## src/cache_pkg.sv

```systemverilog
// ~~~~~~~~~~~~~~~~~~~~~~~~~~~~~~
// shared types and address geometry for the cache miss path.
// modules pull these in with a wildcard import.
// ~~~~~~~~~~~~~~~~~~~~~~~~~~~~~~

package cache_pkg;

  // byte address width of the request and memory ports.
  localparam int addr_width = 16;

  // 32-bit words, four words per block.
  localparam int word_bytes_lg = 2;
  localparam int block_words_lg = 2;

  // operations accepted on the request port.
  typedef enum logic [2:0] {
    op_load,
    op_store,
    op_afl,
    op_ainv,
    op_alock,
    op_aunlock
  } cache_op_e;

  // block commands from the miss unit to the DMA engine.
  typedef enum logic [1:0] {
    dma_nop,
    dma_evict,
    dma_fill
  } dma_cmd_e;

  typedef struct packed {
    cache_op_e op;
    logic [addr_width-1:0] addr;
  } miss_req_s;

  // one word transfer on the external memory port.
  typedef struct packed {
    logic write;
    logic [addr_width-1:0] addr;
  } mem_req_s;

  // block address always has a zero block offset.
  typedef struct packed {
    dma_cmd_e cmd;
    logic [addr_width-1:0] block_addr;
  } dma_cmd_s;

endpackage
```

## src/cache_miss_top.sv

```systemverilog
// ~~~~~~~~~~~~~~~~~~~~~~~~~~~~~~
// top level of the cache miss path.
// request port in, word-level memory port out.
// ~~~~~~~~~~~~~~~~~~~~~~~~~~~~~~

`timescale 1ns/1ps

module cache_miss_top
  import cache_pkg::*;
#(
  parameter int ways_p = 4,
  parameter int sets_p = 8,
  localparam int idx_w = $clog2(sets_p),
  localparam int way_w = $clog2(ways_p),
  localparam int tag_w = addr_width - word_bytes_lg - block_words_lg - idx_w,
  localparam int meta_w = ways_p * (tag_w + 3) + ways_p - 1
) (
  input  logic             clk_i,
  input  logic             reset_i,
  input  logic             req_i,
  input  miss_req_s        miss_req_i,
  output logic             done_o,
  output logic             hit_o,
  output logic [way_w-1:0] way_o,
  output logic             mem_req_o,
  output mem_req_s         mem_o,
  input  logic             mem_ack_i
);

  logic meta_rd, meta_wr;
  logic [idx_w-1:0] meta_index;
  logic [meta_w-1:0] meta_wdata, meta_wmask, meta_rdata;
  dma_cmd_s dma_cmd;
  logic dma_done;

  cache_miss #(
    .ways_p(ways_p),
    .sets_p(sets_p)
  ) cache_miss_i (
    .clk_i(clk_i),
    .reset_i(reset_i),
    .req_i(req_i),
    .miss_req_i(miss_req_i),
    .done_o(done_o),
    .hit_o(hit_o),
    .way_o(way_o),
    .meta_rd_o(meta_rd),
    .meta_wr_o(meta_wr),
    .meta_index_o(meta_index),
    .meta_wdata_o(meta_wdata),
    .meta_wmask_o(meta_wmask),
    .meta_rdata_i(meta_rdata),
    .dma_cmd_o(dma_cmd),
    .dma_done_i(dma_done)
  );

  cache_meta_mem #(
    .ways_p(ways_p),
    .sets_p(sets_p)
  ) cache_meta_mem_i (
    .clk_i(clk_i),
    .reset_i(reset_i),
    .rd_i(meta_rd),
    .wr_i(meta_wr),
    .index_i(meta_index),
    .wdata_i(meta_wdata),
    .wmask_i(meta_wmask),
    .rdata_o(meta_rdata)
  );

  cache_dma cache_dma_i (
    .clk_i(clk_i),
    .reset_i(reset_i),
    .cmd_i(dma_cmd),
    .done_o(dma_done),
    .mem_req_o(mem_req_o),
    .mem_o(mem_o),
    .mem_ack_i(mem_ack_i)
  );

endmodule

```

## src/cache_dma.sv

```systemverilog
// ~~~~~~~~~~~~~~~~~~~~~~~~~~~~~~
// DMA engine: one block command becomes four word transfers.
// each word is a full four-phase handshake on the memory port.
// ~~~~~~~~~~~~~~~~~~~~~~~~~~~~~~

`timescale 1ns/1ps

module cache_dma
  import cache_pkg::*;
(
  input  logic     clk_i,
  input  logic     reset_i,
  input  dma_cmd_s cmd_i,
  output logic     done_o,
  output logic     mem_req_o,
  output mem_req_s mem_o,
  input  logic     mem_ack_i
);

  typedef enum logic [1:0] {
    d_idle, d_req, d_rel, d_done
  } dma_state_e;

  dma_state_e state_r;
  logic [block_words_lg-1:0] beat_r;

  always_ff @(posedge clk_i) begin
    if (reset_i) begin
      state_r <= d_idle;
      beat_r <= '0;
    end else begin
      case (state_r)
        d_idle: begin
          beat_r <= '0;
          if (cmd_i.cmd != dma_nop) begin
            state_r <= d_req;
          end
        end
        d_req: begin
          if (mem_ack_i) begin
            state_r <= d_rel;
          end
        end
        d_rel: begin
          // wait for ack low before the next beat.
          if (!mem_ack_i) begin
            if (beat_r == '1) begin
              state_r <= d_done;
            end else begin
              beat_r <= beat_r + 1'b1;
              state_r <= d_req;
            end
          end
        end
        default: begin
          state_r <= d_idle;
        end
      endcase
    end
  end

  assign mem_req_o = (state_r == d_req);
  assign done_o = (state_r == d_done);
  assign mem_o.write = (cmd_i.cmd == dma_evict);
  assign mem_o.addr = {cmd_i.block_addr[addr_width-1:word_bytes_lg+block_words_lg],
                       beat_r, {word_bytes_lg{1'b0}}};

  // relies on the miss unit holding its command.
  mem_stable_a: assert property (@(posedge clk_i) disable iff (reset_i)
    mem_req_o |=> !mem_req_o || $stable(mem_o));

endmodule

```

## src/cache_miss.sv

```systemverilog
// ~~~~~~~~~~~~~~~~~~~~~~~~~~~~~~
// miss handling FSM for lookup, victim choice, metadata update and DMA sequencing.
// ~~~~~~~~~~~~~~~~~~~~~~~~~~~~~~

`timescale 1ns/1ps

module cache_miss
  import cache_pkg::*;
#(
  parameter int ways_p = 4,
  parameter int sets_p = 8,
  localparam int idx_w = $clog2(sets_p),
  localparam int way_w = $clog2(ways_p),
  localparam int off_w = word_bytes_lg + block_words_lg,
  localparam int tag_w = addr_width - off_w - idx_w,
  localparam int meta_w = ways_p * (tag_w + 3) + ways_p - 1
) (
  input  logic              clk_i,
  input  logic              reset_i,
  input  logic              req_i,
  input  miss_req_s         miss_req_i,
  output logic              done_o,
  output logic              hit_o,
  output logic [way_w-1:0]  way_o,
  output logic              meta_rd_o,
  output logic              meta_wr_o,
  output logic [idx_w-1:0]  meta_index_o,
  output logic [meta_w-1:0] meta_wdata_o,
  output logic [meta_w-1:0] meta_wmask_o,
  input  logic [meta_w-1:0] meta_rdata_i,
  output dma_cmd_s          dma_cmd_o,
  input  logic              dma_done_i
);

  typedef struct packed {
    logic [tag_w-1:0] tag;
    logic valid;
    logic lock;
    logic dirty;
  } way_meta_s;

  typedef struct packed {
    way_meta_s [ways_p-1:0] way;
    logic [ways_p-2:0] lru;
  } set_meta_s;

  typedef enum logic [2:0] {
    s_idle, s_lookup, s_compare, s_evict, s_fill, s_done
  } miss_state_e;

  miss_state_e state_r, state_n;
  miss_req_s req_r;
  logic [way_w-1:0] way_r, way_n;
  logic hit_r, hit_n;
  logic dma_gap_r;
  set_meta_s rmeta, wdata, wmask;
  logic [tag_w-1:0] req_tag;
  logic [idx_w-1:0] req_index;
  logic hit, free_found;
  logic [way_w-1:0] hit_way, free_way, unlocked_way, victim, lru_way, lru_upd_way;
  logic [ways_p-2:0] lru_data, lru_mask;

  assign rmeta = meta_rdata_i;
  assign req_tag = req_r.addr[addr_width-1 -: tag_w];
  assign req_index = req_r.addr[off_w +: idx_w];

  // lowest valid way whose tag matches.
  always_comb begin
    hit = 1'b0;
    hit_way = '0;
    for (int w = ways_p - 1; w >= 0; w--) begin
      if (rmeta.way[w].valid && rmeta.way[w].tag == req_tag) begin
        hit = 1'b1;
        hit_way = way_w'(w);
      end
    end
  end

  // invalid and unlocked first, then pseudo-LRU, then lowest unlocked.
  always_comb begin
    free_found = 1'b0;
    free_way = '0;
    unlocked_way = '0;
    for (int w = ways_p - 1; w >= 0; w--) begin
      if (!rmeta.way[w].valid && !rmeta.way[w].lock) begin
        free_found = 1'b1;
        free_way = way_w'(w);
      end
      if (!rmeta.way[w].lock) begin
        unlocked_way = way_w'(w);
      end
    end
    if (free_found) begin
      victim = free_way;
    end else if (!rmeta.way[lru_way].lock) begin
      victim = lru_way;
    end else begin
      victim = unlocked_way;
    end
  end

  // hits update the hit way and fills update the latched victim.
  assign lru_upd_way = (state_r == s_compare) ? hit_way : way_r;

  cache_lru_tree #(
    .ways_p(ways_p)
  ) cache_lru_tree_i (
    .lru_i(rmeta.lru),
    .way_i(lru_upd_way),
    .lru_way_o(lru_way),
    .lru_data_o(lru_data),
    .lru_mask_o(lru_mask)
  );

  always_comb begin
    state_n = state_r;
    way_n = way_r;
    hit_n = hit_r;
    meta_rd_o = 1'b0;
    meta_wr_o = 1'b0;
    wdata = '0;
    wmask = '0;
    dma_cmd_o.cmd = dma_nop;
    dma_cmd_o.block_addr = '0;
    case (state_r)
      s_idle: begin
        if (req_i) begin
          state_n = s_lookup;
        end
      end
      s_lookup: begin
        meta_rd_o = 1'b1;
        state_n = s_compare;
      end
      s_compare: begin
        hit_n = hit;
        way_n = hit ? hit_way : victim;
        state_n = s_done;
        meta_wr_o = hit;
        case (req_r.op)
          op_load, op_store: begin
            wdata.lru = lru_data;
            wmask.lru = lru_mask;
            wdata.way[hit_way].dirty = 1'b1;
            wmask.way[hit_way].dirty = (req_r.op == op_store);
          end
          op_alock, op_aunlock: begin
            wdata.way[hit_way].lock = (req_r.op == op_alock);
            wmask.way[hit_way].lock = 1'b1;
          end
          op_afl: begin
            // dirty bit is cleared once the write-back finishes.
            meta_wr_o = 1'b0;
            if (hit && rmeta.way[hit_way].dirty) begin
              state_n = s_evict;
            end
          end
          default: begin
            // ainv drops the line and its dirty data.
            wmask.way[hit_way].valid = 1'b1;
            wmask.way[hit_way].lock = 1'b1;
            wmask.way[hit_way].dirty = 1'b1;
          end
        endcase
        if (!hit && (req_r.op == op_load || req_r.op == op_store ||
                     req_r.op == op_alock)) begin
          state_n = (rmeta.way[victim].valid && rmeta.way[victim].dirty) ? s_evict : s_fill;
        end
      end
      s_evict: begin
        dma_cmd_o.cmd = dma_gap_r ? dma_nop : dma_evict;
        dma_cmd_o.block_addr = {rmeta.way[way_r].tag, req_index, {off_w{1'b0}}};
        if (dma_done_i) begin
          if (req_r.op == op_afl) begin
            meta_wr_o = 1'b1;
            wmask.way[way_r].dirty = 1'b1;
            state_n = s_done;
          end else begin
            state_n = s_fill;
          end
        end
      end
      s_fill: begin
        dma_cmd_o.cmd = dma_gap_r ? dma_nop : dma_fill;
        dma_cmd_o.block_addr = {req_tag, req_index, {off_w{1'b0}}};
        if (dma_done_i) begin
          meta_wr_o = 1'b1;
          wdata.way[way_r].tag = req_tag;
          wdata.way[way_r].valid = 1'b1;
          wdata.way[way_r].lock = (req_r.op == op_alock);
          wdata.way[way_r].dirty = (req_r.op == op_store);
          wmask.way[way_r] = '1;
          wdata.lru = lru_data;
          wmask.lru = lru_mask;
          state_n = s_done;
        end
      end
      s_done: begin
        if (!req_i) begin
          state_n = s_idle;
        end
      end
      default: begin
        state_n = s_idle;
      end
    endcase
  end

  assign meta_index_o = req_index;
  assign meta_wdata_o = wdata;
  assign meta_wmask_o = wmask;
  assign done_o = (state_r == s_done);
  assign hit_o = hit_r;
  assign way_o = way_r;

  always_ff @(posedge clk_i) begin
    if (reset_i) begin
      state_r <= s_idle;
      way_r <= '0;
      hit_r <= 1'b0;
      dma_gap_r <= 1'b0;
    end else begin
      state_r <= state_n;
      way_r <= way_n;
      hit_r <= hit_n;
      // forces one nop cycle between back-to-back block commands.
      dma_gap_r <= dma_done_i;
    end
  end

  always_ff @(posedge clk_i) begin
    if (state_r == s_idle && req_i) begin
      req_r <= miss_req_i;
    end
  end

  // needs at least one unlocked way in the set.
  victim_unlocked_a: assert property (@(posedge clk_i) disable iff (reset_i)
    (state_r == s_compare && !hit && (state_n == s_evict || state_n == s_fill))
      |-> !rmeta.way[victim].lock);

  dma_cmd_stable_a: assert property (@(posedge clk_i) disable iff (reset_i)
    (dma_cmd_o.cmd != dma_nop && !dma_done_i) |=> $stable(dma_cmd_o));

endmodule

```

## src/cache_meta_mem.sv

```systemverilog
// ~~~~~~~~~~~~~~~~~~~~~~~~~~~~~~
// tag and status storage with one flat word per set.
// one-cycle read and bit-masked write.
// ~~~~~~~~~~~~~~~~~~~~~~~~~~~~~~

`timescale 1ns/1ps

module cache_meta_mem
  import cache_pkg::*;
#(
  parameter int ways_p = 4,
  parameter int sets_p = 8,
  localparam int idx_w = $clog2(sets_p),
  localparam int tag_w = addr_width - word_bytes_lg - block_words_lg - idx_w,
  localparam int slot_w = tag_w + 3,
  localparam int meta_w = ways_p * slot_w + ways_p - 1
) (
  input  logic              clk_i,
  input  logic              reset_i,
  input  logic              rd_i,
  input  logic              wr_i,
  input  logic [idx_w-1:0]  index_i,
  input  logic [meta_w-1:0] wdata_i,
  input  logic [meta_w-1:0] wmask_i,
  output logic [meta_w-1:0] rdata_o
);

  // way slots {tag, valid, lock, dirty} from the msb down, then the lru bits.
  logic [meta_w-1:0] mem_r [sets_p];

  // tags survive reset and all status bits are cleared.
  always_ff @(posedge clk_i) begin
    if (reset_i) begin
      for (int s = 0; s < sets_p; s++) begin
        mem_r[s][ways_p-2:0] <= '0;
        for (int w = 0; w < ways_p; w++) begin
          mem_r[s][ways_p-1 + w*slot_w +: 3] <= '0;
        end
      end
    end else if (wr_i) begin
      mem_r[index_i] <= (mem_r[index_i] & ~wmask_i) | (wdata_i & wmask_i);
    end
  end

  // read data holds until the next read.
  always_ff @(posedge clk_i) begin
    if (rd_i) begin
      rdata_o <= mem_r[index_i];
    end
  end

endmodule

```

## src/cache_lru_tree.sv

```systemverilog
// ~~~~~~~~~~~~~~~~~~~~~~~~~~~~~~
// tree pseudo-LRU encode and update for one set.
// ~~~~~~~~~~~~~~~~~~~~~~~~~~~~~~

`timescale 1ns/1ps

module cache_lru_tree #(
  parameter int ways_p = 4,
  localparam int way_w = $clog2(ways_p)
) (
  input  logic [ways_p-2:0] lru_i,
  input  logic [way_w-1:0]  way_i,
  output logic [way_w-1:0]  lru_way_o,
  output logic [ways_p-2:0] lru_data_o,
  output logic [ways_p-2:0] lru_mask_o
);

  // nodes are heap ordered, node n has children 2n+1 and 2n+2.
  // a node bit of 1 means the least recent way is in the upper half.

  // walk from the root, following the bits toward the LRU way.
  always_comb begin
    int enc_node;
    enc_node = 0;
    lru_way_o = '0;
    for (int lvl = 0; lvl < way_w; lvl++) begin
      lru_way_o[way_w-1-lvl] = lru_i[enc_node];
      enc_node = 2 * enc_node + 1 + int'(lru_i[enc_node]);
    end
  end

  // every node on the path of way_i is turned to point away from it.
  always_comb begin
    int upd_node;
    upd_node = 0;
    lru_data_o = '0;
    lru_mask_o = '0;
    for (int lvl = 0; lvl < way_w; lvl++) begin
      lru_mask_o[upd_node] = 1'b1;
      lru_data_o[upd_node] = ~way_i[way_w-1-lvl];
      upd_node = 2 * upd_node + 1 + int'(way_i[way_w-1-lvl]);
    end
  end

endmodule

```

## config.mk

```make
export PLATFORM = sky130hd
export DESIGN_NAME = cache_miss_top
export DESIGN_NICKNAME = d
export VERILOG_FILES = /design/src/cache_pkg.sv /design/src/cache_miss_top.sv /design/src/cache_dma.sv /design/src/cache_miss.sv /design/src/cache_meta_mem.sv /design/src/cache_lru_tree.sv
export SDC_FILE = /design/constraint.sdc
export NUM_CORES = 1
export LEC_CHECK = 0
export ABC_AREA = 1
export BUFFER_PORTS_ARGS = -buffer_cell sky130_fd_sc_hd__buf_4
export CAP_MARGIN = 15
export CORE_MARGIN = 4
export CORE_UTILIZATION = 45
export DETAILED_ROUTE_END_ITERATION = 16
export PLACE_DENSITY = 0.63
export SETUP_SLACK_MARGIN = 0.1
export SYNTH_ARGS = -nofsm -noshare
export SYNTH_HDL_FRONTEND = slang
export SYNTH_SLANG_ARGS = --single-unit
```

## constraint.sdc

```tcl
create_clock -name clk_i -period 5.7 [get_ports clk_i]
set_clock_uncertainty 0.1 [all_clocks]
set_input_delay 0.57 -clock clk_i [delete_from_list [all_inputs] [get_ports clk_i]]
set_output_delay 0.57 -clock clk_i [all_outputs]
set_load 0.05 [all_outputs]
```

# Word level (Yosys, flattened, before mapping)
# Memory sizes are Yosys's and may differ from the RTL's. A register that Yosys moved wholly into a read port is not among the register bits.
# Cells that the tools add are included.
totals:
  reg_bits: 81
  output_inout_bits: 22
  in_bits: 23
  memories: 1
  elab_cells: 200
  mem_bits_rw: 408
classes:
  muxes: 106
  bitwise: 9
  addsub: 3
  n_eq_ne: 26
  reduce_logical: 37
  magnitude_cmp: 9
memory_table:
  columns: ["memory", "depth", "width", "rd", "rd_ports_with_merged_regs", "write_ports", "line", "rtl"]
  rows:
  - ["cache_meta_mem_i.mem_r", 8, 51, 1, 1, 8, "cache_meta_mem.sv:29", "logic [meta_w-1:0] mem_r [sets_p];"]
op_table:
  columns: ["op", "count"]
  rows:
  - ["48-bit case mux with 3 select lines", 2]
  - ["48-bit bitwise mux", 5]
  - ["12-bit demux with 2-bit select", 8]
  - ["51-bit two-way mux", 3]
  - ["48-bit AND", 3]
  - ["51-bit AND", 2]
  - ["51-bit case mux with 2 select lines", 1]
  - ["12-bit binary-select mux with 2-bit select", 4]
  - ["48-bit case mux with 2 select lines", 1]
  - ["2-bit two-way mux", 27]
  - ["51-bit NOT", 1]
  - ["51-bit bitwise OR", 1]
  - ["51-bit OR reduction", 1]
  - ["48-bit two-way mux", 1]
  - ["3-bit two-way mux", 15]
  - ["37-bit two-way mux", 1]
  - ["9-bit == test", 4]
  - ["12-bit two-way mux", 3]
  - ["18-bit case mux with 2 select lines", 1]
  - ["32-bit by 4-bit < comparator with 1-bit output (second input constant)", 1]
  - ["1-bit two-way mux", 26]
  - ["3-bit case mux with 6 select lines", 1]
  - ["1-bit logical AND", 15]
  - ["2-bit by 3-bit < comparator with 1-bit output (second input constant)", 5]
  - ["26 further kinds", 58]

# Longest topological paths before layout
depth:
  word_depth: 18
  depth_mapped: 19
  ltp_nobuf: 19

# Cells and area by module
# Synthesis repeated with hierarchy kept, for this count alone.
unflattened:
  hier_cells: 2603
  hier_area_um2: 23298.6
by_module_without_submodules:
  columns: ["mod", "n_inst", "area_per_inst_um2", "cells_each"]
  rows:
  - ["cache_meta_mem", 1, 19764.0, 1968]
  - ["cache_miss", 1, 3130.5, 573]
  - ["cache_dma", 1, 341.6, 50]
  - ["cache_lru_tree", 1, 62.6, 12]

# Least setup slack after synthesis
# No wires, ideal clock.
synth_timing:
  path_type: "register to register"
  startpoint: "register cache_miss_i.state_r[0]"
  endpoint: "register cache_meta_mem_i.rdata_o[0], read port of cache_meta_mem_i.mem_r (enable)"
  required_time_ns: 5.075
  t_arrival_ns: 3.956
  synth_period_minus_slack_ns: 4.581
  setup_slack_ns: 1.119
  stages_incl_launch_ff: 3
  setup_ns: 0.525
  cell_sequence: "dfxtp_1 inv_1 nor3_1"
synth_between:
  elab_chain_cells: 2
synth_lines:
  columns: ["item", "line", "rtl"]
  rows:
  - ["start: declaration", "cache_miss.sv:51", "miss_state_e state_r, state_n;"]
  - ["start signal: assignment", "cache_miss.sv:218", "state_r <= s_idle;"]
  - ["start signal: assignment", "cache_miss.sv:223", "state_r <= state_n;"]
  - ["3-bit by 1-bit == test with 1-bit output", "cache_miss.sv:125", "case (state_r)"]
  - ["1-bit two-way mux", "cache_miss.sv:125", null]
  - ["end: declaration", "cache_meta_mem.sv:25", "output logic [meta_w-1:0] rdata_o"]
# No other way between the ends.
# A chain may end at the register's enable or synchronous reset.

==> results.txt <==
* Result of the run: finished, final reports clean
* Final WS setup: ~2.1 ns
- Timing analysis after detailed placement gives a worst setup slack of ~2.1 ns.
- Worst hold path depth: 1
* Via count of the first global-routing pass: 14,531
- Max-cap violations in this run came to 0.
- For the worst-skew pair, the clock arrives at the later sink with an insertion delay of 0.60 ns.
- Post-synthesis cell area: 21,400 sq um
- Buffers and inverters on the worst path: 3
- Sequential cell area fraction in the yosys report: between 60 and 70%
* Placer's final routability congestion estimate: 0.943
- Maximum fanout encountered on the critical timing path: 20
- Number of clock sinks seen by CTS: 488
- CTS tree: yes
- Summed over all nets, the half-perimeter wirelength after detailed placement is approximately 33,000 microns.
* Global routing met3 resource utilization: under 10%
- Aggregate routed wire length: between 50,000 and 60,000 microns
- Number of instances resized during post-cts repair: 0
* Number of failing setup endpoints in the final timing report: 0
- Maximum count of clock buffers along a single path: 3
- Cell area reported after detailed placement: 22,200 sq um
* Inserted Diodes: 0
* Global-route usage over all layers: a little over a fifth
* DRC Markers: 0
* Most used routing layer in global routing: met2
- Summing over every cut layer, the via total after detailed routing is approximately 15,000.
* Mean routed wirelength per cell: 20.7 microns
- Headroom to the max-slew limit came out at between 20 and 25%.
- Hold path startpoint: miss_req_i[15]
* Multi-input logic area: approximately 6000 sq um
* Placed Cells: approximately 2,600
* Die width: between 200 and 250 microns
* Vertical extent of the die: approximately 230 microns
* Hold Crit Endpoint: cache_miss_i.req_r[15]$_DFFE_PP_
- Antenna violations before repair: 1
- Port buffering added 38 buffers.
* Share of the core filled with cells: roughly 51%
* Area enclosed by the die boundary: slightly above 50,000 sq um
- Crit path top cell by count: sky130_fd_sc_hd__nand2_4
- Remaining global-route overflow: 0
* Hold WC Path Type: in2reg
* Critical Path Slowest Stage Cell: sky130_fd_sc_hd__inv_2
* Cell class contributing the biggest share of worst-path delay: buffers and inverters
- At the pin with the least slew margin, the transition time is roughly 1.2 ns.
* Series of cell instances along the critical path: inv_2, o21ai_0, nor2_1, nand3_1, nor2_2, nor2_4, nand2_4, nand3_2, o21ai_2, nand2_4, nor2_8, nand2_4, inv_2, buf_4
- Initial cell density of the core: a little under half
* Violation count after the first detailed-route iteration: between 1,500 and 2,000
* Final Slew Violations: 0
- Clock root buffer: sky130_fd_sc_hd__clkbuf_16
* Count of endpoints failing hold in the final timing report: 0
- Post-route minimum period: between 3 and 4 ns
* Synth Register Bits: around 490
* Warnings from Yosys: 0
* Core Region: 46,800 sq um
- Post-synth cell types: 47
* Post-CTS Setup Inserts: 0
- Cells with a size suffix above 1 make up under 10% of the layout.
- The largest single stage delay on the critical path is just under 0.6 ns.
* Final Non-Filler Cells: between 2,000 and 3,000
* Layout Nets: 2,037
- Worst endpoint required time: about 6 ns
* H-tree depth reported by CTS: 2
- Derived from the worst setup path, the maximum achievable clock frequency is roughly 280 MHz.
- Routed via count divided by cell count: 5.63
- Site row count: 79
* Cell area after layout: 23,800 sq um
- The final critical path takes up between 60% and 70% of the cycle.
- Counting every instance in the synthesized netlist gives around 2,000.
- Top-Level Pins: 45
- Reg-to-Reg Start: cache_miss_i.req_r[15]$_DFFE_PP_
- The design draws ~12 mW.
- Static power due to leakage: 8.76 nW
* Number of buffers added by the clock tree synthesis step: 50
- Post-route setup TNS: 0 ns
- Post-CTS Hold Buffers: 0
* Post-route ant nets: 0
* Type of destination of the critical path: flip-flop
- Number of cells on the worst reg-to-reg path: 14
* Crit path launch type: flip-flop
* RSZ-0062 raised after global routing: no
* Filler cell count in the final layout: roughly 4,100
* Global-route wire length before repair: 84,500 microns
* R2R Setup Slk: about 2.1 ns
- Area added between synthesis and finish: 11.3%
- Post-Syn Area per Cell: approximately 11 sq um
- The tightest hold path in the finished design has a slack of between 0.05 and 0.06 ns.
- Registers take roughly 15,000 sq um.
* Class of the most critical setup path: reg2reg
- Worst vdd ir: about 0.26 mV
- R2r endpoint: cache_meta_mem_i.mem_r[7][6]$_DFFE_PP_
- Met2 demand-to-capacity share in global routing: around 34%
- The pre-antenna-repair detailed-routing pass consisted of 5 iterations.
- For met1 alone, demand over resource in global routing was slightly below 30%.
- Entering global routing, the biggest net connects 90 pins.
* PD cells: between 500 and 600 nW/um^2
* Worst EP arrival: 3.75 ns
- After clock tree synthesis, the clock-pin slew on the worst setup and hold paths is ~0.070 ns.
-- cells in the final DEF (no fill, tap or decap), drive strengths merged, types with 2 or more instances in the layout --
| master | synthesis | routed |
|---|---|---|
| nand2 | 269 | 269 |
| inv | 122 | 121 |
| nor3 | 6 | 6 |
| o221ai | 16 | 16 |
| o2bb2ai | 2 | 2 |
| nand3b | 3 | 3 |
| o21ai | 278 | 278 |
| a31oi | 36 | 36 |
| and2 | 4 | 4 |
| xor2 | 2 | 2 |
| clkbuf | 65 | 62 |
| nor2 | 519 | 519 |
| o211ai | 2 | 2 |
| nor4 | 2 | 2 |
| edfxtp | 474 | 474 |
| nand4 | 6 | 6 |
| buf | 34 | 57 |
| dfxtp | 14 | 14 |
| a21oi | 19 | 19 |
| nand3 | 31 | 31 |
| conb | 1 | 2 |
| bufinv | 0 | 8 |
| clkinv | 1 | 19 |
| o21a | 17 | 17 |
| o22ai | 70 | 70 |
-- synthesized netlist by cell type (all sizes together) --
library cell / number / area (sq um)
nor3: 6 / 35.0
nand2: 269 / 1090
a21oi: 19 / 103
ha: 1 / 12.5
and3: 1 / 6.26
o31ai: 1 / 12.5
o2bb2ai: 2 / 17.5
clkinv: 1 / 3.75
nand3: 31 / 165
o221ai: 16 / 140
o21ai: 278 / 1410
o21a: 17 / 128
nand3b: 3 / 22.5
inv: 122 / 458
clkbuf: 65 / 244
nand4: 6 / 37.5
a22oi: 1 / 7.51
or2: 1 / 6.26
o22ai: 70 / 438
o2111ai: 1 / 8.76
o32ai: 1 / 8.76
a31oi: 36 / 225
xnor2: 1 / 8.76
buf: 34 / 215
xor2: 2 / 17.5
o211a: 1 / 10.0
conb: 1 / 3.75
nor4: 2 / 12.5
and2: 4 / 25.0
o211ai: 2 / 15.0
dfxtp: 14 / 280
nor2: 519 / 2010
edfxtp: 474 / 14200
-- registers in the layout, summed over array words and instances (netlist names), named ones only --
| register | flops |
|---|---|
| cache_meta_mem_i.mem_r | 408 |
| cache_meta_mem_i.rdata_o | 51 |
| cache_miss_i.req_r | 12 |
| cache_miss_i.meta_index_o | 3 |
| cache_miss_i.state_r | 3 |
| cache_dma_i.beat_r | 2 |
| cache_dma_i.state_r | 2 |
| cache_miss_i.way_o | 2 |
| cache_miss_i.dma_gap_r | 1 |
| cache_miss_i.hit_o | 1 |
-- where the power goes --
part | total [mW] | switching [mW] | internal, mW
sequential | 5.07 | 0.289 | 4.78
clock | 3.34 | 1.35 | 2.00
combinational | 3.60 | 2.64 | 0.955
-- metal layers --
metal / vias to the layer above / wire length (microns)
met3: 113 / 3950
met4: 2 / 1850
met5: - / 13
met2: 520 / 25400
li1: 7002 / -
met1: 7328 / 23700
-- kinds of logic (layout without fill, tap and decap cells) --
| family | Yosys count | in the layout | share of synthesized area (%) |
|---|---|---|---|
| XOR/XNOR | 3 | 3 | 0.123 |
| AND/OR/NAND/NOR | 842 | 842 | 15.9 |
| buffers and inverters | 222 | 268 | 4.30 |
| adder cells (fa/ha/maj) | 1 | 1 | 0.0584 |
| AO/OA/AOI/OAI | 445 | 445 | 11.8 |
| other | 1 | 2 | 0.0175 |
| flip-flops | 488 | 488 | 67.8 |
-- worst max-delay path by stage --
| stage | start | endpoint | slack, ns | cells after the start |
|---|---|---|---|---|
| global route | cache_miss_i.req_r[15]$_DFFE_PP_ | cache_meta_mem_i.mem_r[7][8]$_DFFE_PP_ | 1.90 | 14 |
| finish | cache_miss_i.req_r[15]$_DFFE_PP_ | cache_meta_mem_i.mem_r[7][6]$_DFFE_PP_ | 2.10 | 14 |
| CTS | cache_miss_i.req_r[15]$_DFFE_PP_ | cache_meta_mem_i.mem_r[7][8]$_DFFE_PP_ | 2.05 | 14 |
| global placement | cache_miss_i.req_r[15]$_DFFE_PP_ | cache_meta_mem_i.mem_r[7][46]$_DFFE_PP_ | 2.11 | 14 |
| detailed placement | cache_miss_i.req_r[15]$_DFFE_PP_ | cache_meta_mem_i.mem_r[7][8]$_DFFE_PP_ | 2.12 | 14 |
| floorplan | cache_miss_i.state_r[0]$_SDFFE_PP0P_ | cache_meta_mem_i.rdata_o[0]$_DFFE_PN_ | 1.12 | 2 |
-- cell type report --
cell class	instances	area share [%]
flip-flops and latches	488	60.9
multi-input cells	1293	25.1
clock buffers	62	5.53
well taps	607	3.19
inverters	123	1.95
repair buffers	57	1.85
clock inverters	26	1.44
(Power assumes the default switching activity.)
